[config.mk]
export PLATFORM = sky130hd
export DESIGN_NAME = display_top
export DESIGN_NICKNAME = d
export VERILOG_FILES = /design/src/design/display_pkg.sv /design/src/design/raster_timing.sv /design/src/design/pixel_buffer.sv /design/src/design/depth_write_stage.sv /design/src/design/scanout_scaler.sv /design/src/design/color_output.sv /design/src/design/display_top.sv
export SDC_FILE = /design/constraint.sdc
export NUM_CORES = 2
export LEC_CHECK = 0
export BUFFER_PORTS_ARGS = -buffer_cell sky130_fd_sc_hd__buf_2
export CAP_MARGIN = 20
export CELL_PAD_IN_SITES_DETAIL_PLACEMENT = 2
export CELL_PAD_IN_SITES_GLOBAL_PLACEMENT = 2
export CORE_UTILIZATION = 54
export DETAILED_ROUTE_END_ITERATION = 10
export PLACE_DENSITY = 0.9
export RECOVER_POWER = 25
export SYNTH_ARGS = -nofsm -noshare
export SYNTH_HDL_FRONTEND = slang
export SYNTH_HIERARCHICAL = 1
export SYNTH_SLANG_ARGS = --single-unit
[constraint.sdc]
create_clock -name clk -period 23.2 [get_ports clk]
set_clock_uncertainty 0.1 [all_clocks]
set_input_delay 1.16 -clock clk [delete_from_list [all_inputs] [get_ports clk]]
set_output_delay 1.16 -clock clk [all_outputs]
set_load 0.005 [all_outputs]
[src/design/display_pkg.sv]
`default_nettype none

package display_pkg;

    // stored image, one index per entry
    localparam int FB_WIDTH  = 16;
    localparam int FB_HEIGHT = 12;
    // screen pixels per stored pixel, each axis
    localparam int SCALE     = 2;
    localparam int SCALE_W   = $clog2(SCALE);
    localparam int FB_DEPTH  = FB_WIDTH * FB_HEIGHT;
    localparam int FB_ADDR_W = $clog2(FB_DEPTH);

    // data widths
    localparam int INDEX_W   = 4;
    localparam int DEPTH_W   = 12;
    localparam int CHANNEL_W = 4;

    // reduced raster, visible then front porch, sync, back porch
    localparam int H_VISIBLE = 32;
    localparam int H_FRONT   = 2;
    localparam int H_SYNC    = 4;
    localparam int H_BACK    = 2;
    localparam int H_TOTAL   = H_VISIBLE + H_FRONT + H_SYNC + H_BACK;
    localparam int V_VISIBLE = 24;
    localparam int V_FRONT   = 1;
    localparam int V_SYNC    = 2;
    localparam int V_BACK    = 1;
    localparam int V_TOTAL   = V_VISIBLE + V_FRONT + V_SYNC + V_BACK;
    localparam int COORD_W   = 6;

    // sync windows, half-open
    localparam int H_SYNC_START = H_VISIBLE + H_FRONT;
    localparam int H_SYNC_END   = H_SYNC_START + H_SYNC;
    localparam int V_SYNC_START = V_VISIBLE + V_FRONT;
    localparam int V_SYNC_END   = V_SYNC_START + V_SYNC;

    // scaled image footprint on screen
    localparam int AREA_WIDTH  = FB_WIDTH * SCALE;
    localparam int AREA_HEIGHT = FB_HEIGHT * SCALE;

    // clear values, far plane and background index
    localparam logic [DEPTH_W-1:0] DEPTH_FAR   = {DEPTH_W{1'b1}};
    localparam logic [INDEX_W-1:0] INDEX_CLEAR = '0;

    typedef struct packed {
        logic                 valid;
        logic [FB_ADDR_W-1:0] addr;
        logic [INDEX_W-1:0]   index;
        logic [DEPTH_W-1:0]   depth;
    } pixel_write_t;

    typedef struct packed {
        logic hsync;
        logic vsync;
        logic de;
        logic in_area;
    } beam_t;

    typedef struct packed {
        logic [CHANNEL_W-1:0] red;
        logic [CHANNEL_W-1:0] green;
        logic [CHANNEL_W-1:0] blue;
    } rgb_t;

    typedef struct packed {
        rgb_t color;
        logic hsync;
        logic vsync;
    } vga_out_t;

    // entry 0 is the background, kept away from black
    localparam rgb_t PALETTE [16] = '{
        12'h137, 12'hfff, 12'hf00, 12'h0f0,
        12'h00f, 12'hff0, 12'h0ff, 12'hf0f,
        12'h888, 12'hf80, 12'h8f0, 12'h08f,
        12'hf08, 12'h444, 12'hccc, 12'h210
    };

endpackage

`default_nettype wire

[src/design/raster_timing.sv]
`timescale 1ns/1ps
`default_nettype none

module raster_timing import display_pkg::*; (
    input  logic               clk,
    input  logic               i_arst_n,
    output logic [COORD_W-1:0] o_x,
    output logic [COORD_W-1:0] o_y,
    output beam_t              o_beam,
    output logic               o_frame
);

    logic [COORD_W-1:0] h_cnt;
    logic [COORD_W-1:0] v_cnt;
    logic               line_end;
    logic               frame_end;
    beam_t              beam_next;

    // wrap points of the two counters
    assign line_end  = (h_cnt == COORD_W'(H_TOTAL - 1));
    assign frame_end = line_end && (v_cnt == COORD_W'(V_TOTAL - 1));

    // column and line counters
    always_ff @(posedge clk or negedge i_arst_n) begin
        if (!i_arst_n) begin
            h_cnt <= '0;
            v_cnt <= '0;
        end else if (line_end) begin
            h_cnt <= '0;
            // next line, or back to top after the last one
            v_cnt <= frame_end ? '0 : v_cnt + 1'b1;
        end else begin
            h_cnt <= h_cnt + 1'b1;
        end
    end

    // decode beam from the current position
    always_comb begin
        beam_next.hsync   = (h_cnt >= H_SYNC_START) && (h_cnt < H_SYNC_END);
        beam_next.vsync   = (v_cnt >= V_SYNC_START) && (v_cnt < V_SYNC_END);
        beam_next.de      = (h_cnt < H_VISIBLE) && (v_cnt < V_VISIBLE);
        // scaled image may be smaller than the visible area
        beam_next.in_area = (h_cnt < AREA_WIDTH) && (v_cnt < AREA_HEIGHT);
    end

    // coordinates, beam and frame pulse leave registered together
    always_ff @(posedge clk or negedge i_arst_n) begin
        if (!i_arst_n) begin
            o_x     <= '0;
            o_y     <= '0;
            o_beam  <= '0;
            o_frame <= 1'b0;
        end else begin
            o_x     <= h_cnt;
            o_y     <= v_cnt;
            o_beam  <= beam_next;
            // marks the last pixel of the frame
            o_frame <= frame_end;
        end
    end

endmodule

`default_nettype wire

[src/design/pixel_buffer.sv]
`timescale 1ns/1ps
`default_nettype none

module pixel_buffer import display_pkg::*; #(
    parameter int               WIDTH       = INDEX_W,
    parameter logic [WIDTH-1:0] CLEAR_VALUE = '0
) (
    input  logic                 clk,
    input  logic                 i_arst_n,
    input  logic                 i_clear,
    input  logic                 i_we,
    input  logic [FB_ADDR_W-1:0] i_waddr,
    input  logic [WIDTH-1:0]     i_wdata,
    input  logic [FB_ADDR_W-1:0] i_raddr,
    output logic [WIDTH-1:0]     o_rdata,
    output logic                 o_ready
);

    logic [WIDTH-1:0]     mem [FB_DEPTH];
    logic                 clearing;
    logic [FB_ADDR_W-1:0] clr_addr;
    logic                 clr_last;

    assign clr_last = (clr_addr == FB_ADDR_W'(FB_DEPTH - 1));

    // sweep control, reset starts a sweep as well
    always_ff @(posedge clk or negedge i_arst_n) begin
        if (!i_arst_n) begin
            clearing <= 1'b1;
            clr_addr <= '0;
        end else if (i_clear) begin
            // a new pulse restarts from address 0
            clearing <= 1'b1;
            clr_addr <= '0;
        end else if (clearing) begin
            clr_addr <= clr_addr + 1'b1;
            if (clr_last) begin
                clearing <= 1'b0;
            end
        end
    end

    // single write port, sweep has priority over i_we
    always_ff @(posedge clk) begin
        if (clearing) begin
            mem[clr_addr] <= CLEAR_VALUE;
        end else if (i_we) begin
            mem[i_waddr] <= i_wdata;
        end
    end

    // registered read, old data on a same-edge write
    always_ff @(posedge clk) begin
        o_rdata <= mem[i_raddr];
    end

    // low for the whole sweep
    assign o_ready = !clearing;

endmodule

`default_nettype wire

[src/design/depth_write_stage.sv]
`timescale 1ns/1ps
`default_nettype none

module depth_write_stage import display_pkg::*; (
    input  logic                 clk,
    input  logic                 i_arst_n,
    input  pixel_write_t         i_write,
    input  logic                 i_ready,
    input  logic [DEPTH_W-1:0]   i_stored_depth,
    output logic [FB_ADDR_W-1:0] o_depth_raddr,
    output logic                 o_we,
    output logic [FB_ADDR_W-1:0] o_waddr,
    output logic [INDEX_W-1:0]   o_index,
    output logic [DEPTH_W-1:0]   o_depth
);

    pixel_write_t         req;
    logic                 last_valid;
    logic [FB_ADDR_W-1:0] last_addr;
    logic [DEPTH_W-1:0]   last_depth;
    logic                 fwd_hit;
    logic [DEPTH_W-1:0]   ref_depth;

    // cycle 0, address goes straight to the depth read port
    assign o_depth_raddr = i_write.addr;

    // capture request, dropped while a sweep runs
    always_ff @(posedge clk or negedge i_arst_n) begin
        if (!i_arst_n) begin
            req <= '0;
        end else begin
            req       <= i_write;
            req.valid <= i_write.valid && i_ready;
        end
    end

    // cycle 1, memory read missed the write that landed last edge
    assign fwd_hit   = last_valid && (last_addr == req.addr);
    assign ref_depth = fwd_hit ? last_depth : i_stored_depth;

    // strictly nearer wins, equal depth keeps the old pixel
    assign o_we    = req.valid && (req.depth < ref_depth);
    assign o_waddr = req.addr;
    assign o_index = req.index;
    assign o_depth = req.depth;

    // only the write of the previous edge needs forwarding
    always_ff @(posedge clk or negedge i_arst_n) begin
        if (!i_arst_n) begin
            last_valid <= 1'b0;
        end else begin
            last_valid <= o_we;
        end
    end

    // address and depth of that write
    always_ff @(posedge clk) begin
        if (o_we) begin
            last_addr  <= req.addr;
            last_depth <= req.depth;
        end
    end

endmodule

`default_nettype wire

[src/design/scanout_scaler.sv]
`timescale 1ns/1ps
`default_nettype none

module scanout_scaler import display_pkg::*; (
    input  logic                 clk,
    input  logic                 i_arst_n,
    input  beam_t                i_beam,
    input  logic                 i_frame,
    output logic [FB_ADDR_W-1:0] o_raddr,
    output beam_t                o_beam
);

    logic [SCALE_W-1:0]   x_scale;
    logic [SCALE_W-1:0]   y_scale;
    logic [FB_ADDR_W-1:0] fb_x;
    logic [FB_ADDR_W-1:0] row_base;
    logic                 x_rep_done;
    logic                 row_done;
    logic                 y_rep_done;
    beam_t                beam_d1;

    // end of one stored pixel, one stored row, one row repeat
    assign x_rep_done = (x_scale == SCALE_W'(SCALE - 1));
    assign row_done   = x_rep_done && (fb_x == FB_ADDR_W'(FB_WIDTH - 1));
    assign y_rep_done = (y_scale == SCALE_W'(SCALE - 1));

    always_ff @(posedge clk or negedge i_arst_n) begin
        if (!i_arst_n) begin
            x_scale  <= '0;
            y_scale  <= '0;
            fb_x     <= '0;
            row_base <= '0;
            o_raddr  <= '0;
        end else if (i_frame) begin
            // frame pulse sits outside the area, restart at top left
            x_scale  <= '0;
            y_scale  <= '0;
            fb_x     <= '0;
            row_base <= '0;
        end else if (i_beam.in_area) begin
            // address for the pixel now on the beam
            o_raddr <= row_base + fb_x;
            if (!x_rep_done) begin
                x_scale <= x_scale + 1'b1;
            end else if (!row_done) begin
                x_scale <= '0;
                fb_x    <= fb_x + 1'b1;
            end else begin
                x_scale <= '0;
                fb_x    <= '0;
                // same row again, or move the base down one row
                if (y_rep_done) begin
                    y_scale  <= '0;
                    row_base <= row_base + FB_ADDR_W'(FB_WIDTH);
                end else begin
                    y_scale <= y_scale + 1'b1;
                end
            end
        end
    end

    // two stages, beam meets the read data at t+2
    always_ff @(posedge clk or negedge i_arst_n) begin
        if (!i_arst_n) begin
            beam_d1 <= '0;
            o_beam  <= '0;
        end else begin
            beam_d1 <= i_beam;
            o_beam  <= beam_d1;
        end
    end

endmodule

`default_nettype wire

[src/design/color_output.sv]
`timescale 1ns/1ps
`default_nettype none

module color_output import display_pkg::*; (
    input  logic               clk,
    input  logic               i_arst_n,
    input  logic [INDEX_W-1:0] i_index,
    input  beam_t              i_beam,
    output vga_out_t           o_vga
);

    rgb_t color_next;

    // palette lookup, black outside the image or the visible area
    always_comb begin
        if (i_beam.de && i_beam.in_area) begin
            color_next = PALETTE[i_index];
        end else begin
            color_next = '0;
        end
    end

    // colour and syncs leave on the same edge
    always_ff @(posedge clk or negedge i_arst_n) begin
        if (!i_arst_n) begin
            o_vga <= '0;
        end else begin
            o_vga.color <= color_next;
            o_vga.hsync <= i_beam.hsync;
            o_vga.vsync <= i_beam.vsync;
        end
    end

endmodule

`default_nettype wire

[src/design/display_top.sv]
`timescale 1ns/1ps
`default_nettype none

module display_top import display_pkg::*; (
    input  logic         clk,
    input  logic         i_arst_n,
    input  pixel_write_t i_write,
    input  logic         i_clear,
    output logic         o_ready,
    output vga_out_t     o_vga
);

    // scanout side
    beam_t                raster_beam;
    logic                 raster_frame;
    logic [FB_ADDR_W-1:0] scan_raddr;
    beam_t                scan_beam;
    logic [INDEX_W-1:0]   scan_index;

    // write side
    logic [FB_ADDR_W-1:0] depth_raddr;
    logic [DEPTH_W-1:0]   stored_depth;
    logic                 wr_en;
    logic [FB_ADDR_W-1:0] wr_addr;
    logic [INDEX_W-1:0]   wr_index;
    logic [DEPTH_W-1:0]   wr_depth;
    logic                 fb_ready;
    logic                 db_ready;

    // both sweeps must be done
    assign o_ready = fb_ready && db_ready;

    raster_timing u_raster_timing (
        .clk      (clk),
        .i_arst_n (i_arst_n),
        .o_x      (),
        .o_y      (),
        .o_beam   (raster_beam),
        .o_frame  (raster_frame)
    );

    depth_write_stage u_depth_write_stage (
        .clk            (clk),
        .i_arst_n       (i_arst_n),
        .i_write        (i_write),
        .i_ready        (o_ready),
        .i_stored_depth (stored_depth),
        .o_depth_raddr  (depth_raddr),
        .o_we           (wr_en),
        .o_waddr        (wr_addr),
        .o_index        (wr_index),
        .o_depth        (wr_depth)
    );

    // index store, read by scanout
    pixel_buffer #(
        .WIDTH       (INDEX_W),
        .CLEAR_VALUE (INDEX_CLEAR)
    ) u_frame_buffer (
        .clk      (clk),
        .i_arst_n (i_arst_n),
        .i_clear  (i_clear),
        .i_we     (wr_en),
        .i_waddr  (wr_addr),
        .i_wdata  (wr_index),
        .i_raddr  (scan_raddr),
        .o_rdata  (scan_index),
        .o_ready  (fb_ready)
    );

    // depth store, read by the write stage
    pixel_buffer #(
        .WIDTH       (DEPTH_W),
        .CLEAR_VALUE (DEPTH_FAR)
    ) u_depth_buffer (
        .clk      (clk),
        .i_arst_n (i_arst_n),
        .i_clear  (i_clear),
        .i_we     (wr_en),
        .i_waddr  (wr_addr),
        .i_wdata  (wr_depth),
        .i_raddr  (depth_raddr),
        .o_rdata  (stored_depth),
        .o_ready  (db_ready)
    );

    scanout_scaler u_scanout_scaler (
        .clk      (clk),
        .i_arst_n (i_arst_n),
        .i_beam   (raster_beam),
        .i_frame  (raster_frame),
        .o_raddr  (scan_raddr),
        .o_beam   (scan_beam)
    );

    color_output u_color_output (
        .clk      (clk),
        .i_arst_n (i_arst_n),
        .i_index  (scan_index),
        .i_beam   (scan_beam),
        .o_vga    (o_vga)
    );

endmodule

`default_nettype wire

==> results of run 1 <==
==> metrics by stage <==
step                    setup WS (ns)  cells  hold slack [ns]  area, um2
after floorplan                 15.68   6219           0.2312     126500
after global placement          15.83   9191           0.2317     129900
==> impl_metrics.tcl, run 1 <==
set metrics [dict create \
    status "did not finish" \
    lastStage "detailed placement" \
    tool.error "[ERROR DPL-0033] detailed placement checks failed during check placement." \
    synth_nets 6277 \
    ys.warnings.count 6 \
    rows 177 \
    synth_area_um2 126500 \
    num_io_pins 43 \
    initial_utilization_pct 54.36 \
    portBuffers 42 \
    dp_hpwl_um 403100 \
    die_x_um 486.1 \
    gp_congestion 0.9337 \
    synth.avg_cell_area_um2 20.35 \
    syn_inst 6219 \
    die_h_um 486.1 \
]
==> run 2, diff against run 1 <==
--- a/config.mk
+++ b/config.mk
@@ -7,11 +7,9 @@
 export LEC_CHECK = 0
 export BUFFER_PORTS_ARGS = -buffer_cell sky130_fd_sc_hd__buf_2
 export CAP_MARGIN = 20
-export CELL_PAD_IN_SITES_DETAIL_PLACEMENT = 2
-export CELL_PAD_IN_SITES_GLOBAL_PLACEMENT = 2
-export CORE_UTILIZATION = 54
+export CORE_UTILIZATION = 40
 export DETAILED_ROUTE_END_ITERATION = 10
-export PLACE_DENSITY = 0.9
+export PLACE_DENSITY_LB_ADDON = 0.15
 export RECOVER_POWER = 25
 export SYNTH_ARGS = -nofsm -noshare
 export SYNTH_HDL_FRONTEND = slang
==> impl_metrics.tcl, run 2 <==
set metrics [dict create \
    utilization_pct 45.60 \
    report.power.total_mw 12.11 \
    finalNetCount 6597 \
    avgViaCountPerCell 5.800 \
    min_period_ns 13.77 \
    grt_antenna_before_repair 15 \
    drive_gt1_share_pct 22.91 \
    powerDensity_nw_per_um2 84.39 \
    r2r_end "u_depth_buffer/mem[131][11]$_DFFE_PP_" \
    min_path_cells 1 \
    crit_arrival_ns 14.48 \
    cts_tree "built" \
    coreArea_um2 314700 \
    cts_max_path_buffers 4 \
    tns_ns 0 \
    hold_class "in -> reg" \
    dpl.cell_count 10283 \
    drc 0 \
    violations "capacitance limit, slew limit" \
    grt_pass1_vias 63990 \
    die_area_um2 318600 \
    slew_violations 2290 \
    largest_reg_flops 2304 \
    layout_commonest_cell "edfxtp_1" \
    syn_inst 6219 \
    hold_ws_ns 0.2387 \
    clock-root-buffer "clkbuf_16" \
    relSlewSlack_pct -455.6 \
    first_pass_iters 6 \
    grt_overflow_total 0 \
    num_io_pins 43 \
    routed_wirelength_um 356100 \
    dp_hpwl_um 223800 \
    worstSkewPairLatency_ns 0.95 \
    reg_top3 "u_depth_buffer/mem x2304, u_frame_buffer/mem x768, u_color_output/o_vga x13" \
    clock-sinks 3211 \
    grt.total_usage_pct 22.20 \
    holdPathEnd "u_depth_write_stage/o_index[0]$_DFF_PN0_" \
    vias 63716 \
    startpoint_type "input pin" \
    rows 206 \
    setup_violations 0 \
    grt_first_pass_wirelength_um 501000 \
    final_area_um2 143500 \
    die_x_um 564.4 \
    r2r_cells 14 \
    regToRegStartpoint "u_depth_write_stage/o_waddr[0]$_DFF_PN0_" \
    leakage_nw 51.26 \
    syn2layout_area_growth_pct 13.42 \
    htree_num_levels 5 \
    path_class "in -> reg" \
    min_from "i_write[12]" \
    stdcell_count 10985 \
    die_h_um 564.4 \
    ir_drop_mv 0.07409 \
    cap_violations 43 \
    synth_area_um2 126500 \
    critPathCaptureType "flip-flop" \
    worst_slew_pin_slew_ns 8.334 \
    crit_required_ns 23.91 \
    layout_setup_ws_ns 9.428 \
    post-cts-setup-buffers 0 \
    ctsHoldBuffers 0 \
    portBuffers 42 \
    final_antenna_net_count 0 \
    grt_max_degree 149 \
    initial_utilization_pct 40.20 \
    largest-register "u_depth_buffer/mem" \
    regToRegSetupSlack_ns 9.89 \
    critPathMaxFanout 52 \
    ys.warnings.count 6 \
    hold_viol_final 0 \
    gp_congestion 0.8783 \
    period_share_pct 59.36 \
    clk_pin_slew_worst_paths_ns 0.06 \
    max_freq_ghz 0.07261 \
    drt_iter0_markers 7116 \
    layout.cells.most_common_list "edfxtp_1, mux4_2, nor2_1" \
    status "finished with violations" \
    rsz0062_at_grt "false" \
    post_cts_resized 0 \
    place_ws_ns 16.05 \
    synth_nets 6277 \
    postPlaceCellArea_um2 131800 \
    tritoncts.num_buffers 343 \
    routedWlPerCell_um 32.42 \
    synth.avg_cell_area_um2 20.35 \
]
[run 2: power breakdown]
group / total, mW / internal, mW / switching [mW]
clock network: 5.54 / 3.24 / 2.30
logic: 0.282 / 0.0884 / 0.193
registers: 6.29 / 6.27 / 0.0121
[run 2: layout make-up]
class	count	area, um2
multi-input cells	2621	28440
inverters	25	96.34
well taps	4160	5205
fillers	26417	171200
repair buffers	337	2577
clock inverters	200	2402
flip-flops and latches	3211	95760
clock buffers	423	9006
diodes	8	20.02
[run 2: worst max-delay path, stage by stage]
cell and delay [ns]:
clkbuf_1 3.39, clkbuf_1 2.14, clkbuf_1 2.25, clkbuf_1 2.34, mux4_2 0.75, and2_1 0.19
a2111oi_0 1.54, nor3_1 0.11, buf_4 0.27, o211ai_1 0.10, a211oi_1 0.08
[run 2: how the worst max path moves through the flow]
stage	startpoint	to	slack [ns]	cells past startpoint
after floorplan	u_depth_write_stage/o_waddr[0]$_DFF_PN0_	u_frame_buffer/mem[0][0]$_DFFE_PP_	15.68	15
after global placement	u_depth_write_stage/o_waddr[0]$_DFF_PN0_	u_frame_buffer/mem[6][3]$_DFFE_PP_	16.11	15
after detailed placement	u_depth_write_stage/o_waddr[0]$_DFF_PN0_	u_depth_buffer/mem[51][9]$_DFFE_PP_	16.05	15
after CTS	u_depth_write_stage/o_waddr[0]$_DFF_PN0_	u_depth_buffer/mem[51][4]$_DFFE_PP_	16.00	15
after global routing	i_write[16]	u_depth_buffer/o_rdata[1]$_DFF_P_	7.92	11
final	i_write[16]	u_depth_buffer/o_rdata[1]$_DFF_P_	9.43	11
[run 2: per-layer routing]
metal,share of wire [%],global-route usage [%],up-vias
met2,49,36.57,2376
li1,-,-,26372
met1,41,30.67,34417
met4,3.7,6.966,6
met5,0.013,0,-
met3,6.1,3.055,545
Note: power is estimated with default switching activity, not from simulation.
